$ cat src/common/core_pkg.sv
/* Integer execution pipe types
   Rename IDs, done tags, bypass bus size and the op, immediate and multiplier state encodings */
package core_pkg;

  typedef logic [5:0] rnid_t; // Physical register
  typedef logic [4:0] tag_t;

  localparam int FWD_PORTS = 2;

  // ----------------------------------------------------------
  // Decoded operation
  // ----------------------------------------------------------
  typedef enum logic [3:0] {
    OP_NONE  = 4'd0,
    OP_ADD   = 4'd1,
    OP_SUB   = 4'd2,
    OP_XOR   = 4'd3,
    OP_OR    = 4'd4,
    OP_AND   = 4'd5,
    OP_SLL   = 4'd6,
    OP_SRL   = 4'd7,
    OP_SRA   = 4'd8,
    OP_SLT   = 4'd9,
    OP_SLTU  = 4'd10,
    OP_LUI   = 4'd11,
    OP_AUIPC = 4'd12,
    OP_MUL   = 4'd13
  } op_t;

  typedef enum logic [1:0] {
    IMM_NONE = 2'd0,
    IMM_I    = 2'd1, // Sign-extended inst[31:20]
    IMM_SH   = 2'd2, // Shift amount
    IMM_U    = 2'd3
  } imm_t;

  typedef enum logic {
    IDLE = 1'b0,
    RUN  = 1'b1
  } mul_state_t;

endpackage

$ cat src/common/isa_pkg.sv
/* RISC-V RV32I base definitions
   Data, address and instruction words plus the opcode and funct fields the decoder reads */
package isa_pkg;

  localparam int XLEN_W  = 32;
  localparam int SHAMT_W = 5;

  typedef logic [XLEN_W-1:0] xlen_t;
  typedef logic [XLEN_W-1:0] vaddr_t;
  typedef logic [31:0]       inst_t;

  typedef logic [6:0] opcode_t;
  typedef logic [2:0] funct3_t;
  typedef logic [6:0] funct7_t;

  // ----------------------------------------------------------
  // Major opcodes
  // ----------------------------------------------------------
  localparam opcode_t OPC_OP     = 7'b0110011;
  localparam opcode_t OPC_OP_IMM = 7'b0010011;
  localparam opcode_t OPC_LUI    = 7'b0110111;
  localparam opcode_t OPC_AUIPC  = 7'b0010111;

  localparam funct7_t F7_BASE   = 7'b0000000;
  localparam funct7_t F7_ALT    = 7'b0100000; // SUB / SRA
  localparam funct7_t F7_MULDIV = 7'b0000001; // M extension

endpackage

$ cat src/hw/alu_decode.sv
/* EX0 instruction decoder
   Maps opcode, funct3 and funct7 onto the ALU operation and immediate kind */
`timescale 1ns/10ps

module alu_decode (
  input  isa_pkg::inst_t  i_inst,
  output core_pkg::op_t   o_op,
  output core_pkg::imm_t  o_imm
);

  isa_pkg::opcode_t w_opcode;
  isa_pkg::funct3_t w_funct3;
  isa_pkg::funct7_t w_funct7;

  assign w_opcode = i_inst[6:0];
  assign w_funct3 = i_inst[14:12];
  assign w_funct7 = i_inst[31:25];

  always_comb begin
    o_op  = core_pkg::OP_NONE;
    o_imm = core_pkg::IMM_NONE;
    case (w_opcode)
      isa_pkg::OPC_OP: begin
        if (w_funct7 == isa_pkg::F7_BASE) begin
          case (w_funct3)
            3'b000: o_op = core_pkg::OP_ADD;
            3'b001: o_op = core_pkg::OP_SLL;
            3'b010: o_op = core_pkg::OP_SLT;
            3'b011: o_op = core_pkg::OP_SLTU;
            3'b100: o_op = core_pkg::OP_XOR;
            3'b101: o_op = core_pkg::OP_SRL;
            3'b110: o_op = core_pkg::OP_OR;
            3'b111: o_op = core_pkg::OP_AND;
          endcase
        end else if (w_funct7 == isa_pkg::F7_ALT) begin
          if (w_funct3 == 3'b000) o_op = core_pkg::OP_SUB;
          if (w_funct3 == 3'b101) o_op = core_pkg::OP_SRA;
        end else if (w_funct7 == isa_pkg::F7_MULDIV && w_funct3 == 3'b000) begin
          o_op = core_pkg::OP_MUL; // MULH variants not supported
        end
      end
      isa_pkg::OPC_OP_IMM: begin
        o_imm = core_pkg::IMM_I;
        case (w_funct3)
          3'b000: o_op = core_pkg::OP_ADD;
          3'b010: o_op = core_pkg::OP_SLT;
          3'b011: o_op = core_pkg::OP_SLTU;
          3'b100: o_op = core_pkg::OP_XOR;
          3'b110: o_op = core_pkg::OP_OR;
          3'b111: o_op = core_pkg::OP_AND;
          3'b001: if (w_funct7 == isa_pkg::F7_BASE) o_op = core_pkg::OP_SLL;
          3'b101: begin
            if (w_funct7 == isa_pkg::F7_BASE) o_op = core_pkg::OP_SRL;
            else if (w_funct7 == isa_pkg::F7_ALT) o_op = core_pkg::OP_SRA;
          end
        endcase
        if (w_funct3 == 3'b001 || w_funct3 == 3'b101) o_imm = core_pkg::IMM_SH;
      end
      isa_pkg::OPC_LUI: begin
        o_op  = core_pkg::OP_LUI;
        o_imm = core_pkg::IMM_U;
      end
      isa_pkg::OPC_AUIPC: begin
        o_op  = core_pkg::OP_AUIPC;
        o_imm = core_pkg::IMM_U;
      end
      default: o_op = core_pkg::OP_NONE;
    endcase
    if (o_op == core_pkg::OP_NONE) o_imm = core_pkg::IMM_NONE; // Illegal encodings write zero
  end

endmodule

$ cat src/hw/alu_execute.sv
/* EX2 integer ALU
   Add, sub, logic, shifts, compares and U-type results, registered into EX3 */
`timescale 1ns/10ps

module alu_execute (
  input  logic            i_clk,
  input  logic            i_reset_n,
  input  core_pkg::op_t   i_op,
  input  isa_pkg::xlen_t  i_rs1,
  input  isa_pkg::xlen_t  i_rs2,
  input  isa_pkg::inst_t  i_inst,
  input  isa_pkg::vaddr_t i_pc,
  output isa_pkg::xlen_t  o_result
);

  logic [isa_pkg::SHAMT_W-1:0] w_shamt;
  isa_pkg::xlen_t              w_uimm;
  isa_pkg::xlen_t              w_result;

  assign w_shamt = i_rs2[isa_pkg::SHAMT_W-1:0];
  assign w_uimm  = {i_inst[31:12], 12'h000};

  always_comb begin
    case (i_op)
      core_pkg::OP_ADD:   w_result = i_rs1 + i_rs2;
      core_pkg::OP_SUB:   w_result = i_rs1 - i_rs2;
      core_pkg::OP_XOR:   w_result = i_rs1 ^ i_rs2;
      core_pkg::OP_OR:    w_result = i_rs1 | i_rs2;
      core_pkg::OP_AND:   w_result = i_rs1 & i_rs2;
      core_pkg::OP_SLL:   w_result = i_rs1 << w_shamt;
      core_pkg::OP_SRL:   w_result = i_rs1 >> w_shamt;
      core_pkg::OP_SRA:   w_result = $signed(i_rs1) >>> w_shamt;
      core_pkg::OP_SLT:
        w_result = {{(isa_pkg::XLEN_W-1){1'b0}}, $signed(i_rs1) < $signed(i_rs2)};
      core_pkg::OP_SLTU:
        w_result = {{(isa_pkg::XLEN_W-1){1'b0}}, i_rs1 < i_rs2};
      core_pkg::OP_LUI:   w_result = w_uimm;
      core_pkg::OP_AUIPC: w_result = i_pc + w_uimm;
      default:            w_result = '0; // OP_NONE, MUL handled elsewhere
    endcase
  end

  // EX3 result register
  always_ff @(posedge i_clk, negedge i_reset_n) begin
    if (!i_reset_n) begin
      o_result <= '0;
    end else begin
      o_result <= w_result;
    end
  end

endmodule

$ cat src/hw/alu_pipe.sv
/* Integer ALU execution pipe
   EX0 decode, EX1 register read, EX2 compute or multiply start, EX3 writeback and done */
`timescale 1ns/10ps

module alu_pipe #(
  parameter int MUL_UNROLL = 8,
  parameter int FWD_PORTS  = core_pkg::FWD_PORTS
) (
  input  logic                 i_clk,
  input  logic                 i_reset_n,
  input  logic                 i_flush,
  input  logic                 i_issue_valid,
  input  isa_pkg::inst_t       i_issue_inst,
  input  isa_pkg::vaddr_t      i_issue_pc,
  input  core_pkg::tag_t       i_issue_tag,
  input  core_pkg::rnid_t      i_rs1_rnid,
  input  core_pkg::rnid_t      i_rs2_rnid,
  input  logic                 i_rs1_used,
  input  logic                 i_rs2_used,
  input  core_pkg::rnid_t      i_rd_rnid,
  output logic                 o_rs1_rd_valid,
  output core_pkg::rnid_t      o_rs1_rd_rnid,
  input  isa_pkg::xlen_t       i_rs1_rd_data,
  output logic                 o_rs2_rd_valid,
  output core_pkg::rnid_t      o_rs2_rd_rnid,
  input  isa_pkg::xlen_t       i_rs2_rd_data,
  input  logic [FWD_PORTS-1:0] i_fwd_valid,
  input  core_pkg::rnid_t      i_fwd_rnid [FWD_PORTS],
  input  isa_pkg::xlen_t       i_fwd_data [FWD_PORTS],
  output logic                 o_stall,
  output logic                 o_wb_valid,
  output core_pkg::rnid_t      o_wb_rnid,
  output isa_pkg::xlen_t       o_wb_data,
  output logic                 o_done_valid,
  output core_pkg::tag_t       o_done_tag
);

  core_pkg::op_t   w_ex0_op;
  core_pkg::imm_t  w_ex0_imm;

  logic            r_ex1_valid, r_ex2_valid, r_ex3_valid;
  core_pkg::tag_t  r_ex1_tag, r_ex2_tag, r_ex3_tag;
  core_pkg::rnid_t r_ex1_rd, r_ex2_rd, r_ex3_rd;
  isa_pkg::inst_t  r_ex1_inst, r_ex2_inst;
  isa_pkg::vaddr_t r_ex1_pc, r_ex2_pc;
  core_pkg::op_t   r_ex1_op, r_ex2_op;
  core_pkg::imm_t  r_ex1_imm;
  core_pkg::rnid_t r_ex1_rs1_rnid, r_ex1_rs2_rnid, r_ex2_rs1_rnid, r_ex2_rs2_rnid;
  logic            r_ex1_rs1_used, r_ex1_rs2_used;

  isa_pkg::xlen_t  w_ex2_rs1, w_ex2_rs2, w_ex3_result;
  logic            w_ex1_mul, w_ex2_mul;
  logic            w_mul_busy, w_mul_valid;
  isa_pkg::xlen_t  w_mul_res;
  core_pkg::rnid_t w_mul_rnid;
  core_pkg::tag_t  w_mul_tag;

  // ----------------------------------------------------------
  // EX0
  // ----------------------------------------------------------
  alu_decode u_alu_decode (
    .i_inst (i_issue_inst),
    .o_op   (w_ex0_op),
    .o_imm  (w_ex0_imm)
  );

  // Stage valids, flush kills all of them
  always_ff @(posedge i_clk, negedge i_reset_n) begin
    if (!i_reset_n) begin
      r_ex1_valid <= 1'b0;
      r_ex2_valid <= 1'b0;
      r_ex3_valid <= 1'b0;
    end else begin
      r_ex1_valid <= i_issue_valid & !i_flush;
      r_ex2_valid <= r_ex1_valid & !i_flush;
      r_ex3_valid <= r_ex2_valid & !w_ex2_mul & !i_flush; // MUL leaves via the multiplier
    end
  end

  always_ff @(posedge i_clk) begin
    r_ex1_tag      <= i_issue_tag;
    r_ex1_rd       <= i_rd_rnid;
    r_ex1_inst     <= i_issue_inst;
    r_ex1_pc       <= i_issue_pc;
    r_ex1_op       <= w_ex0_op;
    r_ex1_imm      <= w_ex0_imm;
    r_ex1_rs1_rnid <= i_rs1_rnid;
    r_ex1_rs2_rnid <= i_rs2_rnid;
    r_ex1_rs1_used <= i_rs1_used;
    r_ex1_rs2_used <= i_rs2_used;
    r_ex2_tag      <= r_ex1_tag;
    r_ex2_rd       <= r_ex1_rd;
    r_ex2_inst     <= r_ex1_inst;
    r_ex2_pc       <= r_ex1_pc;
    r_ex2_op       <= r_ex1_op;
    r_ex2_rs1_rnid <= r_ex1_rs1_rnid;
    r_ex2_rs2_rnid <= r_ex1_rs2_rnid;
    r_ex3_tag      <= r_ex2_tag;
    r_ex3_rd       <= r_ex2_rd;
  end

  // ----------------------------------------------------------
  // EX1 / EX2 operands and compute
  // ----------------------------------------------------------
  operand_fwd #(
    .N_FWD (FWD_PORTS)
  ) u_operand_fwd (
    .i_clk          (i_clk),
    .i_reset_n      (i_reset_n),
    .i_ex1_valid    (r_ex1_valid),
    .i_rs1_rnid     (r_ex1_rs1_rnid),
    .i_rs2_rnid     (r_ex1_rs2_rnid),
    .i_rs1_used     (r_ex1_rs1_used),
    .i_rs2_used     (r_ex1_rs2_used),
    .i_ex1_inst     (r_ex1_inst),
    .i_ex1_imm      (r_ex1_imm),
    .o_rs1_rd_valid (o_rs1_rd_valid),
    .o_rs1_rd_rnid  (o_rs1_rd_rnid),
    .i_rs1_rd_data  (i_rs1_rd_data),
    .o_rs2_rd_valid (o_rs2_rd_valid),
    .o_rs2_rd_rnid  (o_rs2_rd_rnid),
    .i_rs2_rd_data  (i_rs2_rd_data),
    .i_fwd_valid    (i_fwd_valid),
    .i_fwd_rnid     (i_fwd_rnid),
    .i_fwd_data     (i_fwd_data),
    .i_ex2_rs1_rnid (r_ex2_rs1_rnid),
    .i_ex2_rs2_rnid (r_ex2_rs2_rnid),
    .o_ex2_rs1      (w_ex2_rs1),
    .o_ex2_rs2      (w_ex2_rs2)
  );

  alu_execute u_alu_execute (
    .i_clk     (i_clk),
    .i_reset_n (i_reset_n),
    .i_op      (r_ex2_op),
    .i_rs1     (w_ex2_rs1),
    .i_rs2     (w_ex2_rs2),
    .i_inst    (r_ex2_inst),
    .i_pc      (r_ex2_pc),
    .o_result  (w_ex3_result)
  );

  assign w_ex1_mul = r_ex1_valid & (r_ex1_op == core_pkg::OP_MUL);
  assign w_ex2_mul = r_ex2_valid & (r_ex2_op == core_pkg::OP_MUL);

  mul_unit #(
    .MUL_UNROLL (MUL_UNROLL)
  ) u_mul_unit (
    .i_clk       (i_clk),
    .i_reset_n   (i_reset_n),
    .i_flush     (i_flush),
    .i_start     (w_ex2_mul),
    .i_rs1       (w_ex2_rs1),
    .i_rs2       (w_ex2_rs2),
    .i_rd_rnid   (r_ex2_rd),
    .i_tag       (r_ex2_tag),
    .o_busy      (w_mul_busy),
    .o_res_valid (w_mul_valid),
    .o_res       (w_mul_res),
    .o_res_rnid  (w_mul_rnid),
    .o_res_tag   (w_mul_tag)
  );

  // Hold issue from MUL decode until its result
  assign o_stall = w_ex1_mul | w_ex2_mul | w_mul_busy;

  // ----------------------------------------------------------
  // EX3 writeback and done
  // ----------------------------------------------------------
  result_arbiter u_result_arbiter (
    .i_alu_valid  (r_ex3_valid),
    .i_alu_rnid   (r_ex3_rd),
    .i_alu_data   (w_ex3_result),
    .i_alu_tag    (r_ex3_tag),
    .i_mul_valid  (w_mul_valid),
    .i_mul_rnid   (w_mul_rnid),
    .i_mul_data   (w_mul_res),
    .i_mul_tag    (w_mul_tag),
    .o_wb_valid   (o_wb_valid),
    .o_wb_rnid    (o_wb_rnid),
    .o_wb_data    (o_wb_data),
    .o_done_valid (o_done_valid),
    .o_done_tag   (o_done_tag)
  );

  a_issue_stall: assert property (@(posedge i_clk) disable iff (!i_reset_n)
    i_issue_valid |-> !o_stall)
    else $error("instruction issued while the pipe is stalled");

endmodule

$ cat src/hw/operand_fwd.sv
/* EX1/EX2 operand path
   Register reads and bypass match in EX1, immediate insert, second bypass check in EX2 */
`timescale 1ns/10ps

module operand_fwd #(
  parameter int N_FWD = 2
) (
  input  logic                  i_clk,
  input  logic                  i_reset_n,
  input  logic                  i_ex1_valid,
  input  core_pkg::rnid_t       i_rs1_rnid,
  input  core_pkg::rnid_t       i_rs2_rnid,
  input  logic                  i_rs1_used,
  input  logic                  i_rs2_used,
  input  isa_pkg::inst_t        i_ex1_inst,
  input  core_pkg::imm_t        i_ex1_imm,
  output logic                  o_rs1_rd_valid,
  output core_pkg::rnid_t       o_rs1_rd_rnid,
  input  isa_pkg::xlen_t        i_rs1_rd_data,
  output logic                  o_rs2_rd_valid,
  output core_pkg::rnid_t       o_rs2_rd_rnid,
  input  isa_pkg::xlen_t        i_rs2_rd_data,
  input  logic [N_FWD-1:0]      i_fwd_valid,
  input  core_pkg::rnid_t       i_fwd_rnid [N_FWD],
  input  isa_pkg::xlen_t        i_fwd_data [N_FWD],
  input  core_pkg::rnid_t       i_ex2_rs1_rnid,
  input  core_pkg::rnid_t       i_ex2_rs2_rnid,
  output isa_pkg::xlen_t        o_ex2_rs1,
  output isa_pkg::xlen_t        o_ex2_rs2
);

  logic [N_FWD-1:0] w_ex1_rs1_hit, w_ex1_rs2_hit;
  logic [N_FWD-1:0] w_ex2_rs1_hit, w_ex2_rs2_hit;
  isa_pkg::xlen_t   w_ex1_rs1_fwd, w_ex1_rs2_fwd;
  isa_pkg::xlen_t   w_ex2_rs1_fwd, w_ex2_rs2_fwd;
  isa_pkg::xlen_t   w_ex1_rs1, w_ex1_rs2;
  isa_pkg::xlen_t   r_ex2_rs1, r_ex2_rs2;
  logic             w_ex1_rs2_reg;
  logic             r_ex2_rs1_byp, r_ex2_rs2_byp;

  // Slot hit vector; x0 never matches
  function automatic logic [N_FWD-1:0] slot_hit(input core_pkg::rnid_t rnid);
    logic [N_FWD-1:0] hit;
    for (int i = 0; i < N_FWD; i++) begin
      hit[i] = i_fwd_valid[i] & (i_fwd_rnid[i] == rnid) & (rnid != '0);
    end
    return hit;
  endfunction

  function automatic isa_pkg::xlen_t slot_data(input logic [N_FWD-1:0] hit);
    isa_pkg::xlen_t data;
    data = '0;
    for (int i = 0; i < N_FWD; i++) begin
      data = data | ({isa_pkg::XLEN_W{hit[i]}} & i_fwd_data[i]);
    end
    return data;
  endfunction

  assign o_rs1_rd_valid = i_ex1_valid & i_rs1_used;
  assign o_rs1_rd_rnid  = i_rs1_rnid;
  assign o_rs2_rd_valid = i_ex1_valid & i_rs2_used;
  assign o_rs2_rd_rnid  = i_rs2_rnid;

  assign w_ex1_rs2_reg = i_rs2_used & (i_ex1_imm == core_pkg::IMM_NONE);

  always_comb begin
    w_ex1_rs1_hit = slot_hit(i_rs1_rnid) & {N_FWD{i_rs1_used}};
    w_ex1_rs2_hit = slot_hit(i_rs2_rnid) & {N_FWD{w_ex1_rs2_reg}};
    w_ex2_rs1_hit = slot_hit(i_ex2_rs1_rnid) & {N_FWD{r_ex2_rs1_byp}};
    w_ex2_rs2_hit = slot_hit(i_ex2_rs2_rnid) & {N_FWD{r_ex2_rs2_byp}};
    w_ex1_rs1_fwd = slot_data(w_ex1_rs1_hit);
    w_ex1_rs2_fwd = slot_data(w_ex1_rs2_hit);
    w_ex2_rs1_fwd = slot_data(w_ex2_rs1_hit);
    w_ex2_rs2_fwd = slot_data(w_ex2_rs2_hit);
  end

  // ----------------------------------------------------------
  // EX1 selection
  // ----------------------------------------------------------
  assign w_ex1_rs1 = |w_ex1_rs1_hit ? w_ex1_rs1_fwd : i_rs1_rd_data;

  always_comb begin
    case (i_ex1_imm)
      core_pkg::IMM_I:
        w_ex1_rs2 = {{(isa_pkg::XLEN_W-12){i_ex1_inst[31]}}, i_ex1_inst[31:20]};
      core_pkg::IMM_SH:
        w_ex1_rs2 = {{(isa_pkg::XLEN_W-isa_pkg::SHAMT_W){1'b0}},
                     i_ex1_inst[20 +: isa_pkg::SHAMT_W]};
      default:
        w_ex1_rs2 = |w_ex1_rs2_hit ? w_ex1_rs2_fwd : i_rs2_rd_data;
    endcase
  end

  always_ff @(posedge i_clk, negedge i_reset_n) begin
    if (!i_reset_n) begin
      r_ex2_rs1_byp <= 1'b0;
      r_ex2_rs2_byp <= 1'b0;
    end else begin
      r_ex2_rs1_byp <= i_rs1_used;
      r_ex2_rs2_byp <= w_ex1_rs2_reg; // Immediates are never overridden
    end
  end

  always_ff @(posedge i_clk) begin
    r_ex2_rs1 <= w_ex1_rs1;
    r_ex2_rs2 <= w_ex1_rs2;
  end

  // EX2 late bypass wins over the EX1 value
  assign o_ex2_rs1 = |w_ex2_rs1_hit ? w_ex2_rs1_fwd : r_ex2_rs1;
  assign o_ex2_rs2 = |w_ex2_rs2_hit ? w_ex2_rs2_fwd : r_ex2_rs2;

  a_fwd_onehot: assert property (@(posedge i_clk) disable iff (!i_reset_n)
    i_ex1_valid |-> $onehot0(w_ex1_rs1_hit) && $onehot0(w_ex1_rs2_hit))
    else $error("more than one bypass slot matches an EX1 source");

endmodule

$ cat src/hw/result_arbiter.sv
/* Writeback and done port arbiter, multiplier result first */
`timescale 1ns/10ps

module result_arbiter (
  input  logic            i_alu_valid,
  input  core_pkg::rnid_t i_alu_rnid,
  input  isa_pkg::xlen_t  i_alu_data,
  input  core_pkg::tag_t  i_alu_tag,
  input  logic            i_mul_valid,
  input  core_pkg::rnid_t i_mul_rnid,
  input  isa_pkg::xlen_t  i_mul_data,
  input  core_pkg::tag_t  i_mul_tag,
  output logic            o_wb_valid,
  output core_pkg::rnid_t o_wb_rnid,
  output isa_pkg::xlen_t  o_wb_data,
  output logic            o_done_valid,
  output core_pkg::tag_t  o_done_tag
);

  always_comb begin
    if (i_mul_valid) begin
      o_wb_valid   = (i_mul_rnid != '0); // No write to x0
      o_wb_rnid    = i_mul_rnid;
      o_wb_data    = i_mul_data;
      o_done_valid = 1'b1;
      o_done_tag   = i_mul_tag;
    end else begin
      o_wb_valid   = i_alu_valid & (i_alu_rnid != '0);
      o_wb_rnid    = i_alu_rnid;
      o_wb_data    = i_alu_data;
      o_done_valid = i_alu_valid;
      o_done_tag   = i_alu_tag;
    end
  end

  // The pipe stall keeps both sources apart
  a_no_collision: assert final ((i_alu_valid & i_mul_valid) !== 1'b1)
    else $error("ALU and multiplier results collide at the writeback port");

endmodule

$ cat src/mul_unit/mul_unit.sv
/* Iterative multiplier
   Retires MUL_UNROLL multiplier bits per cycle and returns the low word of the product */
`timescale 1ns/10ps

module mul_unit #(
  parameter int MUL_UNROLL = 8
) (
  input  logic            i_clk,
  input  logic            i_reset_n,
  input  logic            i_flush,
  input  logic            i_start,
  input  isa_pkg::xlen_t  i_rs1,
  input  isa_pkg::xlen_t  i_rs2,
  input  core_pkg::rnid_t i_rd_rnid,
  input  core_pkg::tag_t  i_tag,
  output logic            o_busy,
  output logic            o_res_valid,
  output isa_pkg::xlen_t  o_res,
  output core_pkg::rnid_t o_res_rnid,
  output core_pkg::tag_t  o_res_tag
);

  localparam int STEPS = isa_pkg::XLEN_W / MUL_UNROLL;
  localparam int CNT_W = $clog2(STEPS + 1);

  core_pkg::mul_state_t r_state;
  logic [CNT_W-1:0]     r_cnt;
  isa_pkg::xlen_t       r_mcand;
  isa_pkg::xlen_t       r_mplier;
  isa_pkg::xlen_t       r_acc;
  core_pkg::rnid_t      r_rnid;
  core_pkg::tag_t       r_tag;
  isa_pkg::xlen_t       w_partial;
  logic                 w_done;
  logic                 w_load;

  // Low word only, so signedness of the operands does not matter
  assign w_partial = r_mcand * isa_pkg::xlen_t'(r_mplier[MUL_UNROLL-1:0]);
  assign w_done    = (r_cnt == CNT_W'(STEPS));
  assign w_load    = i_start & (r_state == core_pkg::IDLE) & !i_flush;

  always_ff @(posedge i_clk, negedge i_reset_n) begin
    if (!i_reset_n) begin
      r_state <= core_pkg::IDLE;
      r_cnt   <= '0;
    end else if (i_flush) begin
      r_state <= core_pkg::IDLE;
    end else begin
      case (r_state)
        core_pkg::IDLE: begin
          if (i_start) begin
            r_state <= core_pkg::RUN;
            r_cnt   <= '0;
          end
        end
        core_pkg::RUN: begin
          if (w_done) r_state <= core_pkg::IDLE;
          else r_cnt <= r_cnt + 1'b1;
        end
      endcase
    end
  end

  always_ff @(posedge i_clk) begin
    if (w_load) begin
      r_mcand  <= i_rs1;
      r_mplier <= i_rs2;
      r_acc    <= '0;
      r_rnid   <= i_rd_rnid;
      r_tag    <= i_tag;
    end else if (r_state == core_pkg::RUN && !w_done) begin
      r_acc    <= r_acc + w_partial;
      r_mcand  <= r_mcand << MUL_UNROLL;
      r_mplier <= r_mplier >> MUL_UNROLL;
    end
  end

  assign o_busy      = (r_state == core_pkg::RUN); // Includes the result cycle
  assign o_res_valid = o_busy & w_done;
  assign o_res       = r_acc;
  assign o_res_rnid  = r_rnid;
  assign o_res_tag   = r_tag;

  a_no_start_busy: assert property (@(posedge i_clk) disable iff (!i_reset_n)
    i_start |-> !o_busy)
    else $error("multiply started while the multiplier is busy");

endmodule

$ cat config.mk
export PLATFORM = sky130hd
export DESIGN_NAME = alu_pipe
export DESIGN_NICKNAME = d
export VERILOG_FILES = /design/src/common/core_pkg.sv /design/src/common/isa_pkg.sv /design/src/hw/alu_decode.sv /design/src/hw/alu_execute.sv /design/src/hw/alu_pipe.sv /design/src/hw/operand_fwd.sv /design/src/hw/result_arbiter.sv /design/src/mul_unit/mul_unit.sv
export SDC_FILE = /design/constraint.sdc
export NUM_CORES = 2
export LEC_CHECK = 0
export BUFFER_PORTS_ARGS = -buffer_cell sky130_fd_sc_hd__buf_2
export CORE_MARGIN = 1.5
export CORE_UTILIZATION = 53
export DETAILED_ROUTE_END_ITERATION = 12
export PLACE_DENSITY = 0.72
export SETUP_SLACK_MARGIN = 0.02
export SYNTH_ARGS = -nofsm -noshare
export SYNTH_HDL_FRONTEND = slang
export SYNTH_HIERARCHICAL = 1
export SYNTH_SLANG_ARGS = --single-unit
$ cat constraint.sdc
create_clock -name i_clk -period 7.1 [get_ports i_clk]
set_input_delay 1.775 -clock i_clk [delete_from_list [all_inputs] [get_ports i_clk]]
set_output_delay 1.775 -clock i_clk [all_outputs]
set_load 0.01 [all_outputs]
==> summary.md <==
| Metric | Value |
|---|---|
| RSZ-0062 raised after global routing | `false` |
| Row count | `88` |
| Final Wtd Congestion | `1.04` |
| Core box area | `58,100 µm²` |
| Crit. End Element | `flip-flop` |
| Via density | `6.27` |
| Starting Density | `54.0%` |
| Hold WC Path Type | `flip-flop to flip-flop` |
| Buf/Inv on CP | `7` |
| Synth-to-layout area growth | `12.6%` |
| Post-Syn Nets | `4,182` |
| Max-slew headroom | `16.2%` |
| Dpl cells | `4,573` |
| I/O pins | `295` |
| WP data arrival | `6590 ps` |
| Die Y | `246 µm` |
| Max Clock Freq | `164 MHz` |
| # resized after CTS | `0` |
| DRC Markers | `0` |
| CP most frequent cell | `buf_4` |
| ANT nets after route | `0` |
| Status | `finished clean` |
| Worst hold start | `r_ex1_inst[19]` |
| Reg2Reg Depth | `16` |
| MaxCap Viol Count | `0` |
| WS Path Type | `input pin to flip-flop` |
| 1st-pass router iterations | `7` |
| Place WS | `750 ps` |
| Max clock buf depth | `3` |
| Root Buffer | `clkbuf_16` |
| Crit path max-delay family | `simple AND/OR/NAND/NOR gates` |
| Setup_tns | `0 ps` |
| Number of hold buffers added after cts | `0` |
| Fin. Hold Viols | `0` |
| HPWL after DPL | `92.3 mm` |
| Clock slew at reported path FFs | `60 ps` |
| Post-CTS Repair Setup Buffers | `0` |
| Chip width | `246 µm` |
| Synth Warn # | `6` |
| Final Slew Violations | `0` |
| Initial antenna violation count | `4` |
| Worst Clk Skew | `22.2 ps` |
| Largest net degree at the start of global routing | `84` |
| TritonCTS buffer count | `40` |
| Final critical-path share of the clock period | `86.0%` |
| FF-to-FF Start | `u_mul_unit/r_mplier[3]` |
| Crit-path cells | `buf_2 > xnor2_1 > nand4_1 > nor3_2 > buf_4 > buf_4 > a22oi_1 > nand2_1 > inv_1 > ha_1 > nor4_1 > nand3_1 > a31oi_1 > o31ai_1 > buf_4 > and2_1 > o31ai_1 > a41oi_1 > o21ai_0 > buf_4 > nand4_1 > buf_4` |
| Global router's overall resource usage | `39.4%` |
| Hold Path Stages | `0` |
| Clock latency on the worst-skew pair | `600 ps` |
| Lkg Pwr | `16.2 nW` |
| Mapped Area | `31,400 µm²` |
| First-pass GRT wire length | `177 mm` |
| Final global-route overflow total | `0` |
| Worst Max-Slew Pin Slew | `1260 ps` |
| CP required | `7590 ps` |
| P per Cell Area | `239 nW/µm²` |
| CP Depth | `22` |
| Setup-failing EPs final | `0` |
| Setup crit start kind | `input pin` |
| Cells after Synth | `3,595` |
| Final core utilization | `60.8%` |
| CTS Sinks | `385` |
| Die area | `60,700 µm²` |
| Max VDD drop | `0.328 mV` |
| Mapped Avg Cell Area | `8.73 µm²` |
| Critical path origin | `i_fwd_rnid[9]` |
| Number of nets in the layout | `4,437` |
| Vias in the first global route | `27,900` |
| Final worst slack | `996 ps` |
| Buffers on Ports | `289` |
| Fillers | `5,220` |
| CTS tree | `yes` |
| Post-route minimum period | `6100 ps` |
| Vias | `29,100` |
| Worst path slowest cell | `nor4_1` |
| Wire per inst | `25.8 µm` |
| Slowest stage delay, CP | `610 ps` |
| H-Tree Depth | `2` |
| Layout Cells excl Fill | `4,647` |
| 1st-iter DRT viols | `3,519` |
| DRT Wirelength | `120 mm` |
| Fraction of layout cells with a size suffix above 1 | `18.0%` |
| Crit-path max FO | `17` |
-- power by group --
part           switching, W  internal, W  total, W
clock              0.000935      0.00131   0.00224
combinational       0.00229      0.00142   0.00371
sequential         0.000121      0.00238   0.00250
total               0.00334      0.00511   0.00845
-- sequential cells by signal, indices dropped and copies added, names as in the netlist, 5 cells and up --
signal / flops
r_ex1_inst: 20
r_ex1_pc: 32
r_ex1_rd: 6
r_ex1_rs1_rnid: 6
r_ex1_rs2_rnid: 6
r_ex1_tag: 5
r_ex2_inst: 20
r_ex2_pc: 32
r_ex2_rd: 6
r_ex2_rs1_rnid: 6
r_ex2_rs2_rnid: 6
r_ex2_tag: 5
r_ex3_rd: 6
r_ex3_tag: 5
u_alu_execute/o_result: 32
u_mul_unit/o_res: 32
u_mul_unit/o_res_rnid: 6
u_mul_unit/o_res_tag: 5
u_mul_unit/r_mcand: 32
u_mul_unit/r_mplier: 32
u_operand_fwd/r_ex2_rs1: 32
u_operand_fwd/r_ex2_rs2: 32
-- per-layer routing --
layer | vias up | wire length [µm] | global-route usage (%)
met5 | - | 24 | 0
met4 | 4 | 9620 | 26.1
met3 | 406 | 12100 | 8.07
met2 | 1825 | 53100 | 61.1
met1 | 14000 | 44900 | 49.7
li1 | 12900 | - | -
-- through the flow --
| step | hold slack [ps] | cell area, µm² | total power, W |
|---|---|---|---|
| 3_3_place_gp | 310 | 33900 | 0.00613 |
| 3_5_place_dp | 312 | 33900 | 0.00616 |
| 4_1_cts | 326 | 35300 | 0.00841 |
| 5_1_grt | 327 | 35300 | 0.00893 |
| 6_report | 322 | 35300 | 0.00845 |
| 2_1_floorplan | 310 | 31400 | 0.00500 |
-- placed cells by master, fill, tap and decap left out, types with 14 or more instances in the layout --
master and count:
o21a_1 14, dfrtp_1 41, mux2i_1 36, a211oi_1 24, edfxtp_1 75, o21ai_1 44
mux2_2 47, inv_1 351, nand3_1 41, o21ai_0 131, o211ai_1 27, fa_1 189
nand2_1 569, a21o_1 34, ha_1 163, a221oi_1 32, nor2_1 210, o22ai_1 35
a222oi_1 27, or3_1 19, o21bai_1 15, dfxtp_1 269, a221o_1 19, xnor2_1 81
a22oi_1 122, nor3_1 43, nor2b_1 18, and2_1 173, a31oi_1 16, buf_2 289
nand2b_1 14, buf_4 151, nand4_1 22, mux4_2 53, xor2_1 28, clkbuf_16 45
a21oi_1 149
-- area by class of cell --
type | count | area, µm² | area share [%]
diodes | 1 | 2.50 | 0.00708
clock buffers | 55 | 1230 | 3.49
clock inverters | 18 | 190 | 0.538
inverters | 361 | 1360 | 3.83
multi-input cells | 2622 | 20400 | 57.6
flip-flops and latches | 385 | 8660 | 24.5
well taps | 765 | 957 | 2.71
repair buffers | 440 | 2580 | 7.30
-- final timing paths --
| kind | slack [ps] | endpoint |
|---|---|---|
| max | 1000 | u_alu_execute/o_result[0] |
| min | 320 | r_ex2_inst[19] |
| max reg2reg | 1390 | u_mul_unit/o_res[30] |
| min reg2reg | 320 | r_ex2_inst[19] |
| max in group asynchronous | 5260 | u_alu_execute/o_result[1] |
| min in group asynchronous | 1340 | u_alu_execute/o_result[24] |
Note: power is estimated with default switching activity, not from simulation.
